### config.mk
export PLATFORM = sky130hd
export DESIGN_NAME = trace_monitor_top
export DESIGN_NICKNAME = d
export VERILOG_FILES = /design/src/rtl/trace_pkg.sv /design/src/rtl/store_snoop_if.sv /design/src/rtl/print_capture.sv /design/src/rtl/sync_profiler.sv /design/src/rtl/trace_apb_regs.sv /design/src/rtl/trace_fifo.sv /design/src/rtl/trace_monitor_top.sv
export VERILOG_INCLUDE_DIRS = /design/src /design/src/include
export SDC_FILE = /design/constraint.sdc
export NUM_CORES = 1
export LEC_CHECK = 0
export BUFFER_PORTS_ARGS = -buffer_cell sky130_fd_sc_hd__clkbuf_2
export CAP_MARGIN = 15
export CORE_UTILIZATION = 45
export DETAILED_ROUTE_END_ITERATION = 6
export GPL_ROUTABILITY_DRIVEN = 0
export PLACE_DENSITY_LB_ADDON = 0.2
export SLEW_MARGIN = 20
export SYNTH_ARGS = -nofsm -noshare
export SYNTH_HDL_FRONTEND = slang
export SYNTH_HIERARCHICAL = 1
export SYNTH_SLANG_ARGS = --single-unit
### constraint.sdc
create_clock -name clk -period 12.01 [get_ports clk]
set_clock_uncertainty 0.2 [all_clocks]
set_input_delay 0 -clock clk [delete_from_list [all_inputs] [get_ports clk]]
set_output_delay 0 -clock clk [all_outputs]
set_load 0.01 [all_outputs]
### src/include/trace_macros.svh
`ifndef TRACE_MACROS_SVH
`define TRACE_MACROS_SVH

// Number of tiles under observation
`define TRACE_N_TILES 4

// Print peripheral addresses, aliased for every tile
`define TRACE_STDERR_ADDR 32'hFFFF_0000
`define TRACE_STDOUT_ADDR 32'hFFFF_0004

// Sentinels are nop forms of addi x0, x0, imm
`define TRACE_SENT_START 32'h5AA0_0013
`define TRACE_SENT_END   32'h5FF0_0013

// Buffer depths
`define TRACE_CHAR_DEPTH 8
`define TRACE_SYNC_DEPTH 4

// APB register offsets, per-tile banks use a stride of 4
`define TRACE_REG_STATUS    8'h00
`define TRACE_REG_CHAR_BASE 8'h10
`define TRACE_REG_ERR_BASE  8'h20
`define TRACE_REG_SYNC      8'h30
`define TRACE_REG_TIMER     8'h34

`endif

### src/rtl/trace_pkg.sv
`include "trace_macros.svh"

package trace_pkg;

  // Data path widths
  localparam int ADDR_W  = 32;
  localparam int INSTR_W = 32;
  localparam int CHAR_W  = 8;
  localparam int CYCLE_W = 32;
  localparam int SYNC_W  = 24;

  // Width of a tile index, kept at least one bit wide
  localparam int TILE_IDX_W = (`TRACE_N_TILES > 1) ? $clog2(`TRACE_N_TILES) : 1;

  // Snooped store address
  typedef logic [ADDR_W-1:0] addr_t;

  // Instruction word entering execute
  typedef logic [INSTR_W-1:0] instr_t;

  // One printed byte
  typedef logic [CHAR_W-1:0] char_t;

  // Free-running cycle count and timestamps
  typedef logic [CYCLE_W-1:0] cycle_t;

  // Measured synchronization time in cycles
  typedef logic [SYNC_W-1:0] sync_rec_t;

endpackage

### src/rtl/store_snoop_if.sv
`timescale 1ns/1ps

interface store_snoop_if;
  import trace_pkg::*;

  // Address beat of a store
  logic  aw_valid;
  addr_t aw_addr;

  // Low byte of the matching data beat
  logic  w_valid;
  char_t w_data;

  // Driving side, loaded by the top level
  modport src (output aw_valid, output aw_addr, output w_valid, output w_data);

  // Observing side
  modport mon (input aw_valid, input aw_addr, input w_valid, input w_data);

endinterface

### src/rtl/print_capture.sv
`timescale 1ns/1ps
`include "trace_macros.svh"

module print_capture (
  input  logic             clk,
  input  logic             i_rst_n,
  store_snoop_if.mon       snoop,
  input  logic             i_pop,
  input  logic             i_ovf_clr,
  output trace_pkg::char_t o_char,
  output logic             o_char_avail,
  output logic             o_ovf,
  output trace_pkg::char_t o_err_code,
  output logic             o_err_valid
);
  import trace_pkg::*;

  logic out_armed;
  logic err_armed;
  logic out_hit;
  logic err_hit;

  // Data beats use the arm state from before this cycle
  assign out_hit = snoop.w_valid && out_armed;
  assign err_hit = snoop.w_valid && err_armed;

  always_ff @(posedge clk) begin
    if (!i_rst_n) begin
      out_armed <= 1'b0;
      err_armed <= 1'b0;
    end else begin
      // A data beat consumes the arm
      if (snoop.w_valid) begin
        out_armed <= 1'b0;
        err_armed <= 1'b0;
      end
      // A new address beat re-arms, or disarms for non-print stores
      if (snoop.aw_valid) begin
        out_armed <= (snoop.aw_addr == `TRACE_STDOUT_ADDR);
        err_armed <= (snoop.aw_addr == `TRACE_STDERR_ADDR);
      end
    end
  end

  always_ff @(posedge clk) begin
    if (err_hit) begin
      o_err_code <= snoop.w_data;
    end
  end

  // One-cycle strobe marking a freshly latched error code
  always_ff @(posedge clk) begin
    if (!i_rst_n) begin
      o_err_valid <= 1'b0;
    end else begin
      o_err_valid <= err_hit;
    end
  end

  trace_fifo #(
    .payload_t (char_t),
    .DEPTH     (`TRACE_CHAR_DEPTH)
  ) u_char_fifo (
    .clk         (clk),
    .i_rst_n     (i_rst_n),
    .i_push      (out_hit),
    .i_data      (snoop.w_data),
    .i_pop       (i_pop),
    .i_ovf_clr   (i_ovf_clr),
    .o_data      (o_char),
    .o_not_empty (o_char_avail),
    .o_ovf       (o_ovf)
  );

  a_one_arm: assert property (@(posedge clk) disable iff (!i_rst_n)
    !(out_armed && err_armed))
    else $error("print_capture: stdout and stderr armed together");

endmodule

### src/rtl/sync_profiler.sv
`timescale 1ns/1ps
`include "trace_macros.svh"

module sync_profiler (
  input  logic                                    clk,
  input  logic                                    i_rst_n,
  input  logic              [`TRACE_N_TILES-1:0] i_ex_valid,
  input  trace_pkg::instr_t [`TRACE_N_TILES-1:0] i_ex_instr,
  input  logic                                    i_pop,
  output trace_pkg::sync_rec_t                    o_sync,
  output logic                                    o_sync_avail,
  output trace_pkg::cycle_t                       o_timer
);
  import trace_pkg::*;

  localparam int NT = `TRACE_N_TILES;

  cycle_t        timer;
  cycle_t        start_ts [NT];
  cycle_t        end_ts   [NT];
  logic [NT-1:0] is_start;
  logic [NT-1:0] is_end;
  logic [NT-1:0] started;
  logic [NT-1:0] done;
  logic          all_done;
  logic          comp_valid;
  cycle_t        last_start;
  cycle_t        last_end;
  cycle_t        sync_diff;
  sync_rec_t     comp_rec;

  always_comb begin
    for (int t = 0; t < NT; t++) begin
      is_start[t] = i_ex_valid[t] && (i_ex_instr[t] == `TRACE_SENT_START);
      is_end[t]   = i_ex_valid[t] && (i_ex_instr[t] == `TRACE_SENT_END);
    end
  end

  always_ff @(posedge clk) begin
    for (int t = 0; t < NT; t++) begin
      if (is_start[t]) start_ts[t] <= timer;
      if (is_end[t])   end_ts[t]   <= timer;
    end
  end

  // Latest start and latest end across the round
  always_comb begin
    last_start = '0;
    last_end   = '0;
    for (int t = 0; t < NT; t++) begin
      if (start_ts[t] > last_start) last_start = start_ts[t];
      if (end_ts[t] > last_end)     last_end   = end_ts[t];
    end
  end

  // One cycle of sentinel overhead is taken off
  assign sync_diff = last_end - last_start - 1'b1;
  assign all_done  = &done;
  assign o_timer   = timer;

  always_ff @(posedge clk) begin
    if (all_done && !comp_valid) begin
      comp_rec <= sync_diff[SYNC_W-1:0];
    end
  end

  always_ff @(posedge clk) begin
    if (!i_rst_n) begin
      timer      <= '0;
      started    <= '0;
      done       <= '0;
      comp_valid <= 1'b0;
    end else begin
      timer      <= timer + 1'b1;
      // Fires once per round, done flags clear as the record is pushed
      comp_valid <= all_done && !comp_valid;
      started    <= (started & ~{NT{comp_valid}}) | is_start;
      done       <= (done & ~{NT{comp_valid}}) | is_end;
    end
  end

  trace_fifo #(
    .payload_t (sync_rec_t),
    .DEPTH     (`TRACE_SYNC_DEPTH)
  ) u_sync_fifo (
    .clk         (clk),
    .i_rst_n     (i_rst_n),
    .i_push      (comp_valid),
    .i_data      (comp_rec),
    .i_pop       (i_pop),
    .i_ovf_clr   (1'b0),
    .o_data      (o_sync),
    .o_not_empty (o_sync_avail),
    .o_ovf       ()
  );

  for (genvar t = 0; t < NT; t++) begin : g_chk
    a_end_after_start: assert property (@(posedge clk) disable iff (!i_rst_n)
      is_end[t] |-> started[t])
      else $error("sync_profiler: end sentinel without start on tile %0d", t);
  end

endmodule

### src/rtl/trace_apb_regs.sv
`timescale 1ns/1ps
`include "trace_macros.svh"

module trace_apb_regs (
  input  logic                                       clk,
  input  logic                                       i_rst_n,
  input  logic                                       i_psel,
  input  logic                                       i_penable,
  input  logic                                       i_pwrite,
  input  trace_pkg::addr_t                           i_paddr,
  input  logic                 [31:0]                i_pwdata,
  input  trace_pkg::char_t     [`TRACE_N_TILES-1:0] i_char,
  input  logic                 [`TRACE_N_TILES-1:0] i_char_avail,
  input  logic                 [`TRACE_N_TILES-1:0] i_ovf,
  input  trace_pkg::char_t     [`TRACE_N_TILES-1:0] i_err_code,
  input  logic                 [`TRACE_N_TILES-1:0] i_err_valid,
  input  trace_pkg::sync_rec_t                       i_sync,
  input  logic                                       i_sync_avail,
  input  trace_pkg::cycle_t                          i_timer,
  output logic                 [31:0]                o_prdata,
  output logic                                       o_pready,
  output logic                                       o_pslverr,
  output logic                 [`TRACE_N_TILES-1:0] o_char_pop,
  output logic                 [`TRACE_N_TILES-1:0] o_ovf_clr,
  output logic                                       o_sync_pop
);
  import trace_pkg::*;

  localparam int NT = `TRACE_N_TILES;

  logic                  access;
  logic                  rd_acc;
  logic                  wr_acc;
  logic [7:0]            offset;
  logic [7:0]            char_rel;
  logic [7:0]            err_rel;
  logic                  in_page;
  logic                  hit_status;
  logic                  hit_char;
  logic                  hit_err;
  logic                  hit_sync;
  logic                  hit_timer;
  logic                  mapped;
  logic [TILE_IDX_W-1:0] char_idx;
  logic [TILE_IDX_W-1:0] err_idx;
  logic [NT-1:0]         err_flag;
  logic [NT-1:0]         err_vis;
  logic [NT-1:0]         err_rd;

  // Zero wait states, every access ends in its access phase
  assign o_pready = 1'b1;
  assign access   = i_psel && i_penable;
  assign rd_acc   = access && !i_pwrite;
  assign wr_acc   = access && i_pwrite;

  assign offset  = i_paddr[7:0];
  assign in_page = (i_paddr[31:8] == '0) && (offset[1:0] == 2'b00);

  // Offsets below a bank base wrap to large values and miss
  assign char_rel = offset - `TRACE_REG_CHAR_BASE;
  assign err_rel  = offset - `TRACE_REG_ERR_BASE;
  assign char_idx = char_rel[TILE_IDX_W+1:2];
  assign err_idx  = err_rel[TILE_IDX_W+1:2];

  assign hit_status = in_page && (offset == `TRACE_REG_STATUS);
  assign hit_char   = in_page && (char_rel < 8'(4 * NT));
  assign hit_err    = in_page && (err_rel < 8'(4 * NT));
  assign hit_sync   = in_page && (offset == `TRACE_REG_SYNC);
  assign hit_timer  = in_page && (offset == `TRACE_REG_TIMER);
  assign mapped     = hit_status || hit_char || hit_err || hit_sync || hit_timer;

  // Only STATUS takes writes
  assign o_pslverr = access && (!mapped || (i_pwrite && !hit_status));

  always_comb begin
    o_char_pop = '0;
    o_ovf_clr  = '0;
    err_rd     = '0;
    if (rd_acc && hit_char) begin
      o_char_pop[char_idx] = i_char_avail[char_idx];
    end
    if (rd_acc && hit_err) begin
      err_rd[err_idx] = 1'b1;
    end
    if (wr_acc && hit_status) begin
      o_ovf_clr = i_pwdata[16 +: NT];
    end
  end

  assign o_sync_pop = rd_acc && hit_sync && i_sync_avail;

  // Capture strobes are held here until software reads ERR
  assign err_vis = err_flag | i_err_valid;

  always_ff @(posedge clk) begin
    if (!i_rst_n) begin
      err_flag <= '0;
    end else begin
      err_flag <= err_vis & ~err_rd;
    end
  end

  always_comb begin
    o_prdata = '0;
    if (hit_status) begin
      o_prdata[NT-1:0]   = i_char_avail;
      o_prdata[8]        = i_sync_avail;
      o_prdata[16 +: NT] = i_ovf;
    end else if (hit_char) begin
      o_prdata = {23'b0, i_char_avail[char_idx], i_char[char_idx]};
    end else if (hit_err) begin
      o_prdata = {23'b0, err_vis[err_idx], i_err_code[err_idx]};
    end else if (hit_sync) begin
      o_prdata = {i_sync_avail, 7'b0, i_sync};
    end else if (hit_timer) begin
      o_prdata = i_timer;
    end
  end

  a_penable_in_psel: assert property (@(posedge clk) disable iff (!i_rst_n)
    i_penable |-> i_psel)
    else $error("trace_apb_regs: PENABLE without PSEL");

endmodule

### src/rtl/trace_fifo.sv
`timescale 1ns/1ps

module trace_fifo #(
  parameter type payload_t = logic [7:0],
  parameter int  DEPTH     = 8
) (
  input  logic     clk,
  input  logic     i_rst_n,
  input  logic     i_push,
  input  payload_t i_data,
  input  logic     i_pop,
  input  logic     i_ovf_clr,
  output payload_t o_data,
  output logic     o_not_empty,
  output logic     o_ovf
);
  localparam int PTR_W = (DEPTH > 1) ? $clog2(DEPTH) : 1;
  localparam int CNT_W = $clog2(DEPTH + 1);

  payload_t         mem [DEPTH];
  logic [PTR_W-1:0] wr_ptr;
  logic [PTR_W-1:0] rd_ptr;
  logic [CNT_W-1:0] count;
  logic             full;
  logic             do_push;
  logic             do_pop;

  // Wrap also works for depths that are not a power of two
  function automatic logic [PTR_W-1:0] next_ptr(input logic [PTR_W-1:0] ptr);
    next_ptr = (ptr == PTR_W'(DEPTH - 1)) ? '0 : ptr + 1'b1;
  endfunction

  assign full        = (count == CNT_W'(DEPTH));
  assign o_not_empty = (count != '0);
  assign do_push     = i_push && !full;
  assign do_pop      = i_pop && o_not_empty;
  assign o_data      = mem[rd_ptr];

  always_ff @(posedge clk) begin
    if (do_push) begin
      mem[wr_ptr] <= i_data;
    end
  end

  always_ff @(posedge clk) begin
    if (!i_rst_n) begin
      wr_ptr <= '0;
      rd_ptr <= '0;
      count  <= '0;
      o_ovf  <= 1'b0;
    end else begin
      if (do_push) begin
        wr_ptr <= next_ptr(wr_ptr);
      end
      if (do_pop) begin
        rd_ptr <= next_ptr(rd_ptr);
      end
      case ({do_push, do_pop})
        2'b10:   count <= count + 1'b1;
        2'b01:   count <= count - 1'b1;
        default: count <= count;
      endcase
      // A drop wins over a clear in the same cycle
      if (i_push && full) begin
        o_ovf <= 1'b1;
      end else if (i_ovf_clr) begin
        o_ovf <= 1'b0;
      end
    end
  end

  // The reader must gate its pop with the not-empty flag
  a_no_pop_empty: assert property (@(posedge clk) disable iff (!i_rst_n)
    i_pop |-> o_not_empty)
    else $error("trace_fifo: pop while empty");

  a_count_bound: assert property (@(posedge clk) disable iff (!i_rst_n)
    count <= CNT_W'(DEPTH))
    else $error("trace_fifo: count above depth");

endmodule

### src/rtl/trace_monitor_top.sv
`timescale 1ns/1ps
`include "trace_macros.svh"

module trace_monitor_top (
  input  logic                                    clk,
  input  logic                                    i_rst_n,
  // APB slave
  input  logic                                    i_psel,
  input  logic                                    i_penable,
  input  logic                                    i_pwrite,
  input  trace_pkg::addr_t                        i_paddr,
  input  logic              [31:0]                i_pwdata,
  output logic              [31:0]                o_prdata,
  output logic                                    o_pready,
  output logic                                    o_pslverr,
  // Per-tile store snoop
  input  logic              [`TRACE_N_TILES-1:0] i_aw_valid,
  input  trace_pkg::addr_t  [`TRACE_N_TILES-1:0] i_aw_addr,
  input  logic              [`TRACE_N_TILES-1:0] i_w_valid,
  input  trace_pkg::char_t  [`TRACE_N_TILES-1:0] i_w_data,
  // Per-tile execute stage
  input  logic              [`TRACE_N_TILES-1:0] i_ex_valid,
  input  trace_pkg::instr_t [`TRACE_N_TILES-1:0] i_ex_instr
);
  import trace_pkg::*;

  localparam int NT = `TRACE_N_TILES;

  char_t [NT-1:0] char_data;
  logic  [NT-1:0] char_avail;
  logic  [NT-1:0] char_ovf;
  char_t [NT-1:0] err_code;
  logic  [NT-1:0] err_valid;
  logic  [NT-1:0] char_pop;
  logic  [NT-1:0] ovf_clr;
  sync_rec_t      sync_data;
  logic           sync_avail;
  logic           sync_pop;
  cycle_t         timer;

  for (genvar t = 0; t < NT; t++) begin : g_tile
    store_snoop_if snoop ();

    assign snoop.aw_valid = i_aw_valid[t];
    assign snoop.aw_addr  = i_aw_addr[t];
    assign snoop.w_valid  = i_w_valid[t];
    assign snoop.w_data   = i_w_data[t];

    print_capture u_capture (
      .clk          (clk),
      .i_rst_n      (i_rst_n),
      .snoop        (snoop),
      .i_pop        (char_pop[t]),
      .i_ovf_clr    (ovf_clr[t]),
      .o_char       (char_data[t]),
      .o_char_avail (char_avail[t]),
      .o_ovf        (char_ovf[t]),
      .o_err_code   (err_code[t]),
      .o_err_valid  (err_valid[t])
    );
  end

  sync_profiler u_profiler (
    .clk          (clk),
    .i_rst_n      (i_rst_n),
    .i_ex_valid   (i_ex_valid),
    .i_ex_instr   (i_ex_instr),
    .i_pop        (sync_pop),
    .o_sync       (sync_data),
    .o_sync_avail (sync_avail),
    .o_timer      (timer)
  );

  trace_apb_regs u_regs (
    .clk          (clk),
    .i_rst_n      (i_rst_n),
    .i_psel       (i_psel),
    .i_penable    (i_penable),
    .i_pwrite     (i_pwrite),
    .i_paddr      (i_paddr),
    .i_pwdata     (i_pwdata),
    .i_char       (char_data),
    .i_char_avail (char_avail),
    .i_ovf        (char_ovf),
    .i_err_code   (err_code),
    .i_err_valid  (err_valid),
    .i_sync       (sync_data),
    .i_sync_avail (sync_avail),
    .i_timer      (timer),
    .o_prdata     (o_prdata),
    .o_pready     (o_pready),
    .o_pslverr    (o_pslverr),
    .o_char_pop   (char_pop),
    .o_ovf_clr    (ovf_clr),
    .o_sync_pop   (sync_pop)
  );

endmodule

# Word-level counts from Yosys, hierarchy flattened
# Memories as Yosys holds them, arrays and structs flattened. A register that Yosys moved wholly into a read port is not among the register bits.
# Index checks and enable logic that the tools add are counted.
# W data, S select, Z words.
[totals]
mem_count = 7
in_bits = 369
reg_bits = 160
word_cells = 325
ram_bits = 608
[op_classes]
mux = 104
eq_ne = 43
addsub = 25
order_cmp = 14
n_reduce_logical = 85
n_bitwise = 7
[mem_list]
columns = ["memory", "words", "width", "rd", "rd_ports_with_merged_regs", "write_ports", "line_no", "rtl"]
rows = [
  ["u_profiler.end_ts", 4, 32, 4, 0, 4, "sync_profiler.sv:20", "cycle_t end_ts [NT];"],
  ["u_profiler.start_ts", 4, 32, 4, 0, 4, "sync_profiler.sv:19", "cycle_t start_ts [NT];"],
  ["u_profiler.u_sync_fifo.mem", 4, 24, 1, 1, 1, "trace_fifo.sv:20", "payload_t mem [DEPTH];"],
  ["g_tile[0].u_capture.u_char_fifo.mem", 8, 8, 1, 1, 1, "trace_fifo.sv:20", ""],
  ["g_tile[1].u_capture.u_char_fifo.mem", 8, 8, 1, 1, 1, "trace_fifo.sv:20", ""],
  ["g_tile[2].u_capture.u_char_fifo.mem", 8, 8, 1, 1, 1, "trace_fifo.sv:20", ""],
  ["1 more memories", "--", "--", "--", "--", "--", "--", ""],
]
[ops]
columns = ["operator", "n"]
rows = [
  ["$mux W32", 10],
  ["$eq A32 B31 Y1 const B", 8],
  ["$eq A32 B32 Y1 const B", 8],
  ["$gt A32 B32 Y1", 6],
  ["$gt A32 B1 Y1 const B", 2],
  ["$mux W1", 51],
  ["$logic_and A1 B1 Y1", 49],
  ["$mux W24", 2],
  ["$mux W3", 16],
  ["$add A32 B1 Y32 const B", 1],
  ["$bmux W8 S2", 2],
  ["$pmux W4 S2", 4],
  ["$add A3 B1 Y3 const B", 9],
  ["$eq A3 B3 Y1 const B", 9],
  ["$reduce_bool A2 Y1", 13],
  ["$logic_not A24 Y1", 1],
  ["$mux W4", 6],
  ["$sub A24 B1 Y24 const B", 1],
  ["$sub A24 B24 Y24", 1],
  ["$add A4 B1 Y4 const B", 4],
  ["$eq A4 B4 Y1 const B", 4],
  ["$eq A8 B6 Y1 const B", 2],
  ["$lt A8 B5 Y1 const B", 2],
  ["$mux W8", 2],
  ["25 further kinds", 65],
]

# Logic depth before layout (Yosys ltp)
# Gate-level depths: netlist of run 1.
# An unclocked memory read counts as a cell.
[depth]
word_depth = 11
mapped_depth = 46
ltp_nobuf = 41

# Cells and area by module
# Netlist of run 1, hierarchy kept.
[by_module_without_submodules]
columns = ["module", "instances", "cells_per_inst", "area_per_inst_um2"]
rows = [
  ["sync_profiler", 1, 1569, 17962.2],
  ["trace_fifo at g_tile[0].u_capture.u_char_fifo ...", 3, 175, 3153.0],
  ["trace_fifo at u_profiler.u_sync_fifo", 1, 185, 3998.8],
  ["trace_fifo at g_tile[2].u_capture.u_char_fifo", 1, 175, 3156.8],
  ["print_capture", 4, 32, 460.4],
  ["trace_apb_regs", 1, 204, 1595.3],
]

# Least setup slack after synthesis of run 1
# Ideal clock, no wire load.
[synth_timing]
path_kind = "register to register"
startpoint = "memory u_profiler/start_ts[1][26] in the netlist's numbering"
endpoint = "register u_profiler.comp_rec[23] (data pin)"
setup_time_ns = 0.157
path_slack_ns = 1.914
arrival_ns = 9.739
n_path_buf = 5
stages_incl_launch_ff = 41
cell_sequence = "edfxtp_1 ha_1 nand4_1 or4_1 nand2b_1 a31o_1 nand2_2 buf_2 buf_2 mux2i_1 ha_1 a21o_1 a21o_1 a21oi_1 o2111ai_1 a2111oi_0 mux2i_2 o2111ai_4 (+5 left out) nor4_1 nand3_1 o31a_1 or2_2 clkbuf_1 clkbuf_1 o21a_1 ha_1 a211oi_1 o21bai_1 nor3_1 o31ai_1 o21a_1 a21o_1 a221oi_1 xnor2_1 mux4_2 nor3_1"
[synth_rtl]
columns = ["element", "line_no", "rtl"]
rows = [
  ["from (decl)", "sync_profiler.sv:19", ""],
  ["to (signal assigned)", "sync_profiler.sv:63", "comp_rec <= sync_diff[SYNC_W-1:0];"],
  ["to (decl)", "sync_profiler.sv:30", "sync_rec_t comp_rec;"],
]

==> results.py, run 1 <==
metrics = {
    "synth": {
        "avgSynthCellArea_um2": 13.7,
        "syn_area_mm2": 0.0380,
        "synth-warning-count": 6,
        "synth_cells": 2781,
        "synth_nets": 3402,
    },
    "setup_path": {
        "cp-end-kind": "flip-flop",
        "rrSetupSlack_ns": 0.83,
        "cpPeakStageDelay_ns": 0.66,
        "cp.arrival_ns": 11.46,
        "reg2reg_from": "u_profiler/start_ts[1][23]$_DFFE_PP_",
        "crit_fanout": 27,
        "slowest_stage": "or4_1",
        "cp_num_buf_inv": 4,
        "reg2reg_depth": 39,
        "critPathMostFrequentCell": "ha_1",
        "r2r-end": "u_profiler/comp_rec[23]$_DFFE_PP_",
        "cp.required_ns": 12.30,
        "cp_top_family": "compound AO/OA/AOI/OAI gates",
        "critPathKind": "reg -> reg",
        "start_kind": "flip-flop",
    },
    "die": {
        "core_mm2": 0.0836,
        "die_h_um": 292,
        "start_util_pct": 45.4,
        "die_x_um": 292,
        "die-area_mm2": 0.0855,
        "io_pins": 403,
        "rows": 106,
    },
    "finish": {
        "design_area_mm2": 0.0454,
        "layout_commonest_cell": "edfxtp_1",
        "multi_input_area_mm2": 0.0148,
        "num-fill-cells": 6767,
        "syn_to_final_growth_pct": 19.5,
        "nets": 3946,
        "regArea_mm2": 0.0223,
        "layout-drive-gt1-share_pct": 23.3,
        "final_cell_mix": "edfxtp_1, clkbuf_2, ha_1, nand2_1, dlygate4sd3_1",
    },
    "power_and_ir_drop": {
        "p_per_area_mw_per_mm2": 125,
        "p_leak_nw": 17.3,
        "p_switching_mw": 1.18,
        "ir_worst_vdd_v": 0.000101,
        "clockPowerShare_pct": 45.7,
        "swShare_pct": 20.9,
        "combPwrFrac_pct": 2.6,
        "p_int_mw": 4.48,
        "seqPwrFrac_pct": 51.6,
    },
    "timing": {
        "tightestPinTransition_ns": 1.12,
        "rsz0062_at_grt": "false",
        "fin_tns_setup_ns": 0,
        "max_freq_mhz": 89.5,
        "setup_slack_ns": 0.835,
        "drv_slew": 0,
        "maxSlewHeadroom_pct": 25.5,
        "setup_violations": 0,
        "post-route-period-util_pct": 93.1,
        "finalHoldViolCount": 0,
        "min_period_ns": 11.18,
    },
    "detailed_routing": {
        "drtIter0Drc": 2042,
        "wirelength_um": 98800,
        "vias": 25693,
        "drtPass1Iterations": 5,
        "routed_via_density": 5.74,
        "post_drt_wl_per_cell_um": 22.1,
        "drcViolationCount": 0,
        "ant_nets": 0,
    },
    "global_routing": {
        "first_global_vias": 25703,
        "use_met2_pct": 36.4,
        "grt.met1_usage_pct": 31.9,
        "grt_pass1_wl_um": 148000,
        "overflow": 0,
        "grt_max_degree": 71,
        "grt_use_met3_pct": 3.81,
        "gr-max-usage-layer": "met2",
        "grt.total_usage_pct": 22.9,
        "antenna_found_initial": 8,
    },
    "clock_tree": {
        "clockBufferDepth": 3,
        "cts_root_buffer": "clkbuf_16",
        "clkTransAtPathRegs_ns": 0.06,
        "clock_latency_ns": 0.65,
        "cts_tree": "done",
        "cts_made_buffers": 83,
        "cts_setup_buffers": 0,
        "clock-sinks": 782,
        "htreeDepth": 3,
    },
    "run_status": {
        "status": "completed",
    },
    "worst_hold_path": {
        "hold_path_class": "in -> reg",
        "hold_end": "g_tile[0].u_capture/u_char_fifo/mem[0][5]$_DFFE_PP_",
        "whs_path_depth": 2,
        "hp-start": "i_w_data[5]",
    },
    "place": {
        "io_buffers": 373,
        "pre_cts_ws_ns": 0.774,
        "place_hpwl_um": 69600,
        "place_area_mm2": 0.0411,
    },
    "flow_run": {
        "drv_cap": 0,
    },
}
[how the worst max path moves through the flow]
stage                                         startpoint                                end  slack, ns  cells after the start
floorplan           u_profiler/start_ts[1][26]$_DFFE_PP_  u_profiler/comp_rec[23]$_DFFE_PP_       1.91                     40
global route        u_profiler/start_ts[1][23]$_DFFE_PP_  u_profiler/comp_rec[23]$_DFFE_PP_       0.11                     41
finish              u_profiler/start_ts[1][23]$_DFFE_PP_  u_profiler/comp_rec[23]$_DFFE_PP_       0.83                     39
global placement    u_profiler/start_ts[1][23]$_DFFE_PP_  u_profiler/comp_rec[23]$_DFFE_PP_       0.90                     40
detailed placement  u_profiler/start_ts[1][23]$_DFFE_PP_  u_profiler/comp_rec[23]$_DFFE_PP_       0.77                     39
CTS                 u_profiler/start_ts[1][23]$_DFFE_PP_  u_profiler/comp_rec[23]$_DFFE_PP_       0.69                     39
[repair_timing]
action,CTS,global route
endpoints found under the hold margin,636,0
setup endpoints to repair,0,1
hold buffers,136,0
gates resized for setup,0,1
[stage by stage]
step,hold WS (ns),utilization (%),instances,power (mW)
4_1_cts,0.000673,54.3,4473,5.71
5_1_grt,0.00924,54.3,4476,5.83
2_1_floorplan,-0.114,-,2781,3.01
3_5_place_dp,0.0133,49.2,4182,3.10
6_report,0.0173,54.3,4478,5.66
3_3_place_gp,0.00306,49.2,4182,3.10
[sequential cells by signal (all words and copies together) (netlist names), 12 cells and up, named ones only]
name	flops
g_tile.u_capture/u_char_fifo/mem	256
u_profiler/end_ts	128
u_profiler/start_ts	128
u_profiler/u_sync_fifo/mem	96
g_tile.u_capture/o_err_code	32
u_profiler/o_timer	32
u_profiler/comp_rec	24
g_tile.u_capture/u_char_fifo/count	16
g_tile.u_capture/u_char_fifo/rd_ptr	12
g_tile.u_capture/u_char_fifo/wr_ptr	12
[routing by layer]
metal,vias to the layer above,wire [µm]
li1,11887,-
met5,-,0
met1,12707,42900
met4,0,2810
met2,951,46100
met3,148,6910
[power by group through the flow]
stage	clock (mW)	sequential, mW	combinational (mW)
4_1_cts	2.64	2.92	0.146
5_1_grt	2.75	2.92	0.158
3_5_place_dp	0	2.98	0.119
2_1_floorplan	0	2.98	0.0306
3_3_place_gp	0	2.98	0.115
6_report	2.59	2.92	0.148
[worst register-to-register path, delay by kind of cell (launching register included)]
kind            cells  cell delay [ns]
buf+inv             4             0.84
simple gates       11             3.51
mux                 3             0.92
flops               1             0.40
compound gates     16             3.61
xor+xnor            1             0.24
fa+ha+maj           4             1.33
[cell type report]
type                            instances  area share [%]
Inverter                              122            1.01
Sequential cell                       782            49.1
Tap cell                             1080            2.98
Timing Repair Buffer                  557            8.08
Clock inverter                         56            1.40
Clock buffer                           99            4.75
Antenna cell                            3          0.0165
Multi-Input combinational cell       1779            32.6
Note: power is estimated with default switching activity, not from simulation.
==> run 2, diff against run 1 <==
--- a/config.mk
+++ b/config.mk
@@ -6,6 +6,7 @@
 export SDC_FILE = /design/constraint.sdc
 export NUM_CORES = 1
 export LEC_CHECK = 0
+export ABC_AREA = 1
 export BUFFER_PORTS_ARGS = -buffer_cell sky130_fd_sc_hd__clkbuf_2
 export CAP_MARGIN = 15
 export CORE_UTILIZATION = 45
==> run 2 against run 1 <==
Cell area increased by 0.82%. Highest routed layer unchanged. Sequential cell count unchanged. Global-route usage decreased by 0.071 points. Critical path depth increased by 5. Count of clock-buffer cells in the layout increased by 17. Register-to-register slack improved by 0.21 ns.
==> results.py, run 2 <==
metrics = {
    "global_routing": {
        "grt_pass1_wl_um": 152000,
        "grt_max_degree": 50,
        "antenna_found_initial": 4,
        "first_global_vias": 27275,
        "grt.total_usage_pct": 22.8,
        "overflow": 0,
    },
    "setup_path": {
        "cp.required_ns": 12.24,
        "cp-end-kind": "flip-flop",
        "rrSetupSlack_ns": 1.04,
        "reg2reg_from": "u_profiler/start_ts[1][15]$_DFFE_PP_",
        "slowest_stage": "nand2_2",
        "reg2reg_depth": 44,
        "crit_fanout": 49,
        "cpPeakStageDelay_ns": 0.57,
        "cp.arrival_ns": 11.20,
        "critPathKind": "reg -> reg",
        "critPathMostFrequentCell": "o21ai_0",
        "cp_top_family": "compound AO/OA/AOI/OAI gates",
        "r2r-end": "u_profiler/comp_rec[17]$_DFFE_PP_",
        "start_kind": "flip-flop",
        "cp_num_buf_inv": 3,
    },
    "clock_tree": {
        "clock_latency_ns": 0.64,
        "cts_made_buffers": 84,
        "cts_tree": "done",
        "clock-sinks": 782,
        "cts_root_buffer": "clkbuf_16",
        "clkTransAtPathRegs_ns": 0.06,
        "clockBufferDepth": 3,
        "cts_setup_buffers": 0,
        "htreeDepth": 3,
    },
    "synth": {
        "syn_area_mm2": 0.0388,
        "avgSynthCellArea_um2": 10.3,
        "synth_cells": 3772,
        "synth-warning-count": 6,
        "synth_nets": 4393,
    },
    "run_status": {
        "status": "completed",
    },
    "die": {
        "die_x_um": 296,
        "die-area_mm2": 0.0874,
        "start_util_pct": 45.5,
        "die_h_um": 296,
        "rows": 107,
        "io_pins": 403,
        "core_mm2": 0.0853,
    },
    "timing": {
        "fin_tns_setup_ns": 0,
        "max_freq_mhz": 91.2,
        "hold_slack_ns": 0.0241,
        "min_period_ns": 10.97,
        "post-route-period-util_pct": 91.3,
        "maxSlewHeadroom_pct": 27.7,
        "finalHoldViolCount": 0,
        "drv_slew": 0,
        "setup_violations": 0,
        "rsz0062_at_grt": "false",
        "tightestPinTransition_ns": 1.08,
    },
    "detailed_routing": {
        "drtPass1Iterations": 7,
        "vias": 28854,
        "ant_nets": 0,
        "drcViolationCount": 0,
        "drtIter0Drc": 1950,
        "wirelength_um": 100000,
        "post_drt_wl_per_cell_um": 18.2,
        "routed_via_density": 5.24,
    },
    "power_and_ir_drop": {
        "clockPowerShare_pct": 44.9,
        "p_int_mw": 4.43,
        "seqPwrFrac_pct": 52.4,
        "swShare_pct": 20.6,
        "ir_worst_vdd_v": 0.0000875,
        "combPwrFrac_pct": 2.7,
        "p_switching_mw": 1.15,
        "p_per_area_mw_per_mm2": 122,
        "p_leak_nw": 18.8,
    },
    "finish": {
        "largestRegisters": "g_tile.u_capture/u_char_fifo/mem (256), u_profiler/end_ts (128), u_profiler/start_ts (128)",
        "final_util_pct": 53.7,
        "largest_register_ffs": 256,
        "layout-drive-gt1-share_pct": 16.3,
        "syn_to_final_growth_pct": 18.0,
        "largest-register": "g_tile.u_capture/u_char_fifo/mem",
        "final_cell_mix": "nand2_1, edfxtp_1, nor2_1, clkbuf_2, o21ai_0",
        "nets": 4914,
        "layout_commonest_cell": "nand2_1",
    },
    "place": {
        "place_hpwl_um": 71100,
        "io_buffers": 373,
    },
    "worst_hold_path": {
        "whs_path_depth": 2,
        "hold_path_class": "in -> reg",
        "hp-start": "i_w_data[29]",
        "hold_end": "g_tile[3].u_capture/u_char_fifo/mem[0][5]$_DFFE_PP_",
    },
    "flow_run": {
        "drv_cap": 0,
    },
}
## run 2: worst max-delay path by stage
stage | from | depth (start not counted) | slack [ns] | end
final | u_profiler/start_ts[1][15]$_DFFE_PP_ | 44 | 1.04 | u_profiler/comp_rec[17]$_DFFE_PP_
after global routing | u_profiler/start_ts[1][13]$_DFFE_PP_ | 46 | 0.23 | u_profiler/comp_rec[21]$_DFFE_PP_
after CTS | u_profiler/start_ts[1][13]$_DFFE_PP_ | 44 | 1.02 | u_profiler/comp_rec[17]$_DFFE_PP_
after detailed placement | u_profiler/start_ts[1][15]$_DFFE_PP_ | 42 | 1.14 | u_profiler/comp_rec[21]$_DFFE_PP_
after global placement | u_profiler/start_ts[1][13]$_DFFE_PP_ | 46 | 1.22 | u_profiler/comp_rec[21]$_DFFE_PP_
after floorplan | u_profiler/start_ts[1][7]$_DFFE_PP_ | 50 | 4.08 | u_profiler/comp_rec[21]$_DFFE_PP_
## run 2: power groups by stage
stage / registers, mW / logic (mW) / clock network (mW)
floorplan: 2.98 / 0.0359 / 0
global placement: 2.98 / 0.124 / 0
detailed placement: 2.98 / 0.125 / 0
CTS: 2.92 / 0.148 / 2.56
global route: 2.92 / 0.163 / 2.67
finish: 2.92 / 0.149 / 2.51
## run 2: area by class of cell
| cell class | instances | area [µm²] |
|---|---|---|
| Clock buffer | 116 | 2330 |
| Inverter | 352 | 1320 |
| Fill cell | 7541 | 39500 |
| Multi-Input combinational cell | 2536 | 14600 |
| Clock inverter | 41 | 363 |
| Sequential cell | 782 | 22300 |
| Antenna cell | 3 | 7.51 |
| Timing Repair Buffer | 537 | 3430 |
| Tap cell | 1144 | 1430 |
## run 2: timing repair
action,CTS,global route
endpoints found under the setup margin,0,3
hold buffers,134,0
endpoints found under the hold margin,681,0
gates resized for setup,0,1
## run 2: layer usage
layer / routed length, µm / vias up / global-route usage (%)
met4: 3070 / 0 / 8.11
met5: 0 / - / 0
met1: 44500 / 13539 / 30.9
li1: - / 14253 / -
met3: 6180 / 145 / 3.24
met2: 46500 / 917 / 37.5
## run 2: per-stage QoR
step | area, µm² | power [mW] | instances | setup slack, ns
finish | 45800 | 5.58 | 5511 | 1.04
global route | 45800 | 5.76 | 5511 | 0.226
CTS | 45700 | 5.64 | 5508 | 1.02
detailed placement | 41700 | 3.11 | 5217 | 1.14
global placement | 41700 | 3.11 | 5217 | 1.22
floorplan | 38800 | 3.02 | 3772 | 4.08
==> run 3, diff against run 2 <==
--- a/config.mk
+++ b/config.mk
@@ -13,6 +13,7 @@
 export DETAILED_ROUTE_END_ITERATION = 6
 export GPL_ROUTABILITY_DRIVEN = 0
 export PLACE_DENSITY_LB_ADDON = 0.2
+export RECOVER_POWER = 50
 export SLEW_MARGIN = 20
 export SYNTH_ARGS = -nofsm -noshare
 export SYNTH_HDL_FRONTEND = slang
==> constraint.sdc (replaced) <==
create_clock -name clk -period 13.3 [get_ports clk]
set_clock_uncertainty 0.2 [all_clocks]
set_input_delay 0 -clock clk [delete_from_list [all_inputs] [get_ports clk]]
set_output_delay 0 -clock clk [all_outputs]
set_load 0.01 [all_outputs]
==> run 3 against run 2 <==
Sequential share of layout area is 0.25 points lower. The run now ends with capacitance limit, slew limit left. Wire length barely moved. Setup slack improved by 0.75 ns. Cell count rose by 0.20%. First-iteration DRC count rose by 7.7%.
==> results.py, run 3 (synthesized netlist as in run 2, its figures left out) <==
metrics = {
    "timing": {
        "rsz0062_at_grt": "false",
        "fin_tns_setup_ns": 0,
        "setup_violations": 0,
        "min_period_ns": 11.51,
        "drv_slew": 66,
        "maxSlewHeadroom_pct": -45.1,
        "hold_slack_ns": 0.0262,
        "finalHoldViolCount": 0,
        "post-route-period-util_pct": 86.5,
        "tightestPinTransition_ns": 2.18,
        "max_freq_mhz": 86.9,
    },
    "die": {
        "rows": 107,
        "die_x_um": 296,
        "io_pins": 403,
        "die_h_um": 296,
        "die-area_mm2": 0.0874,
        "start_util_pct": 45.5,
        "core_mm2": 0.0853,
    },
    "setup_path": {
        "crit_fanout": 35,
        "start_kind": "flip-flop",
        "reg2reg_depth": 43,
        "cp.required_ns": 13.49,
        "r2r-end": "u_profiler/comp_rec[22]$_DFFE_PP_",
        "cp.arrival_ns": 11.70,
        "cp-startpoint": "u_profiler/start_ts[1][27]$_DFFE_PP_",
        "cp-endpoint": "u_profiler/comp_rec[22]$_DFFE_PP_",
        "cp-end-kind": "flip-flop",
        "critPathKind": "reg -> reg",
        "rrSetupSlack_ns": 1.79,
        "reg2reg_from": "u_profiler/start_ts[1][27]$_DFFE_PP_",
        "critPathMostFrequentCell": "nand2_1",
        "cpPeakStageDelay_ns": 0.62,
        "slowest_stage": "nor4_1",
    },
    "finish": {
        "largest_register_ffs": 256,
        "layout_commonest_cell": "nand2_1",
        "largestRegisters": "g_tile.u_capture/u_char_fifo/mem (256), u_profiler/end_ts (128), u_profiler/start_ts (128)",
        "layout-drive-gt1-share_pct": 15.5,
        "final_cell_mix": "nand2_1, edfxtp_1, nor2_1, o21ai_0, clkbuf_2",
        "largest-register": "g_tile.u_capture/u_char_fifo/mem",
        "syn_to_final_growth_pct": 18.6,
        "nets": 4920,
    },
    "clock_tree": {
        "clock-sinks": 782,
        "cts_setup_buffers": 0,
        "cts_resized": 0,
        "cts_made_buffers": 87,
        "htreeDepth": 3,
        "clkTransAtPathRegs_ns": 0.06,
        "hold_buffers": 144,
        "cts_root_buffer": "clkbuf_16",
        "cts_tree": "done",
        "clock_latency_ns": 0.66,
        "clockBufferDepth": 3,
    },
    "detailed_routing": {
        "ant_nets": 0,
        "drtIter0Drc": 2101,
        "drtPass1Iterations": 6,
        "vias": 28904,
        "routed_via_density": 5.23,
        "wirelength_um": 100000,
        "drcViolationCount": 0,
        "post_drt_wl_per_cell_um": 18.1,
    },
    "run_status": {
        "violations": "capacitance limit, slew limit",
        "status": "complete, but fails checks",
    },
    "global_routing": {
        "first_global_vias": 27001,
        "grt.total_usage_pct": 22.7,
        "grt_max_degree": 65,
        "antenna_found_initial": 6,
        "grt_pass1_wl_um": 151000,
        "overflow": 0,
    },
    "flow_run": {
        "drv_cap": 2,
    },
    "place": {
        "place_hpwl_um": 70600,
        "io_buffers": 373,
    },
    "power_and_ir_drop": {
        "p_per_area_mw_per_mm2": 114,
        "ir_worst_vdd_v": 0.000105,
        "p_leak_nw": 18.9,
    },
    "worst_hold_path": {
        "hold_path_class": "in -> reg",
    },
}
==> run 3: cell count changes in the layout (fill, tap and decap cells not counted), moves of 5 or more <==
cell	change
clkbuf_1	+35
clkbuf_2	-30
buf_4	-10
dlygate4sd3_1	+10
bufinv_16	+5
==> run 3: how the worst min path moves through the flow <==
| stage | startpoint | slack (ns) | depth (start not counted) | endpoint |
|---|---|---|---|---|
| after global placement | i_w_valid[1] | 0.1 | 3 | g_tile[1].u_capture/o_err_valid$_SDFF_PN0_ |
| after CTS | i_w_data[21] | 0.003 | 2 | g_tile[2].u_capture/u_char_fifo/mem[7][5]$_DFFE_PP_ |
| final | i_ex_instr[114] | 0.03 | 5 | u_profiler/start_ts[3][30]$_DFFE_PP_ |
| after global routing | i_ex_instr[124] | 0.05 | 4 | u_profiler/start_ts[3][26]$_DFFE_PP_ |
| after floorplan | i_w_data[0] | -0.10 | 0 | g_tile[0].u_capture/o_err_code[0]$_DFFE_PP_ |
| after detailed placement | i_w_valid[1] | 0.12 | 3 | g_tile[1].u_capture/o_err_valid$_SDFF_PN0_ |
==> run 3: worst max-delay path, delay by kind of cell, from the launching register on <==
| kind | cells | cell delay, ns |
|---|---|---|
| simple gates | 19 | 4.48 |
| compound gates | 14 | 3.30 |
| fa+ha+maj | 5 | 1.62 |
| buf+inv | 4 | 1.15 |
| flops | 1 | 0.39 |
| xor+xnor | 1 | 0.08 |
==> run 3: metal layers <==
metal  vias up  global-route usage, %  routed length (µm)
met5         -                      0                   0
met4         0                   8.61                3140
met3       135                   2.77                5600
met2       901                   36.3               45800
met1     13576                   31.6               45700
li1      14292                      -                   -
==> run 3: area by class of cell <==
| type | count | area, µm² |
|---|---|---|
| fillers | 7491 | 39300 |
| flip-flops and latches | 782 | 22300 |
| multi-input cells | 2536 | 14500 |
| repair buffers | 540 | 3430 |
| clock buffers | 123 | 2450 |
| well taps | 1144 | 1430 |
| inverters | 352 | 1320 |
| clock inverters | 40 | 503 |
| diodes | 5 | 12.5 |
==> run 3: power breakdown <==
group          total [mW]  internal (mW)  switching, mW
combinational       0.136         0.0665         0.0699
clock                2.45           1.45          0.991
sequential           2.64           2.64        0.00349
total                5.22           4.16           1.06
==> run 3: per-stage QoR <==
stage          util [%]  power (mW)  std cells  cell area (µm²)  worst slack [ns]
6_report           53.9        5.22       5522            46000              1.79
5_1_grt            53.9        5.38       5522            46000              1.12
4_1_cts            54.0        5.27       5517            46100              1.97
3_5_place_dp       48.8        2.81       5210            41700              2.03
3_3_place_gp       48.8        2.80       5210            41700              2.04
2_1_floorplan         -        2.72       3772            38800              5.37
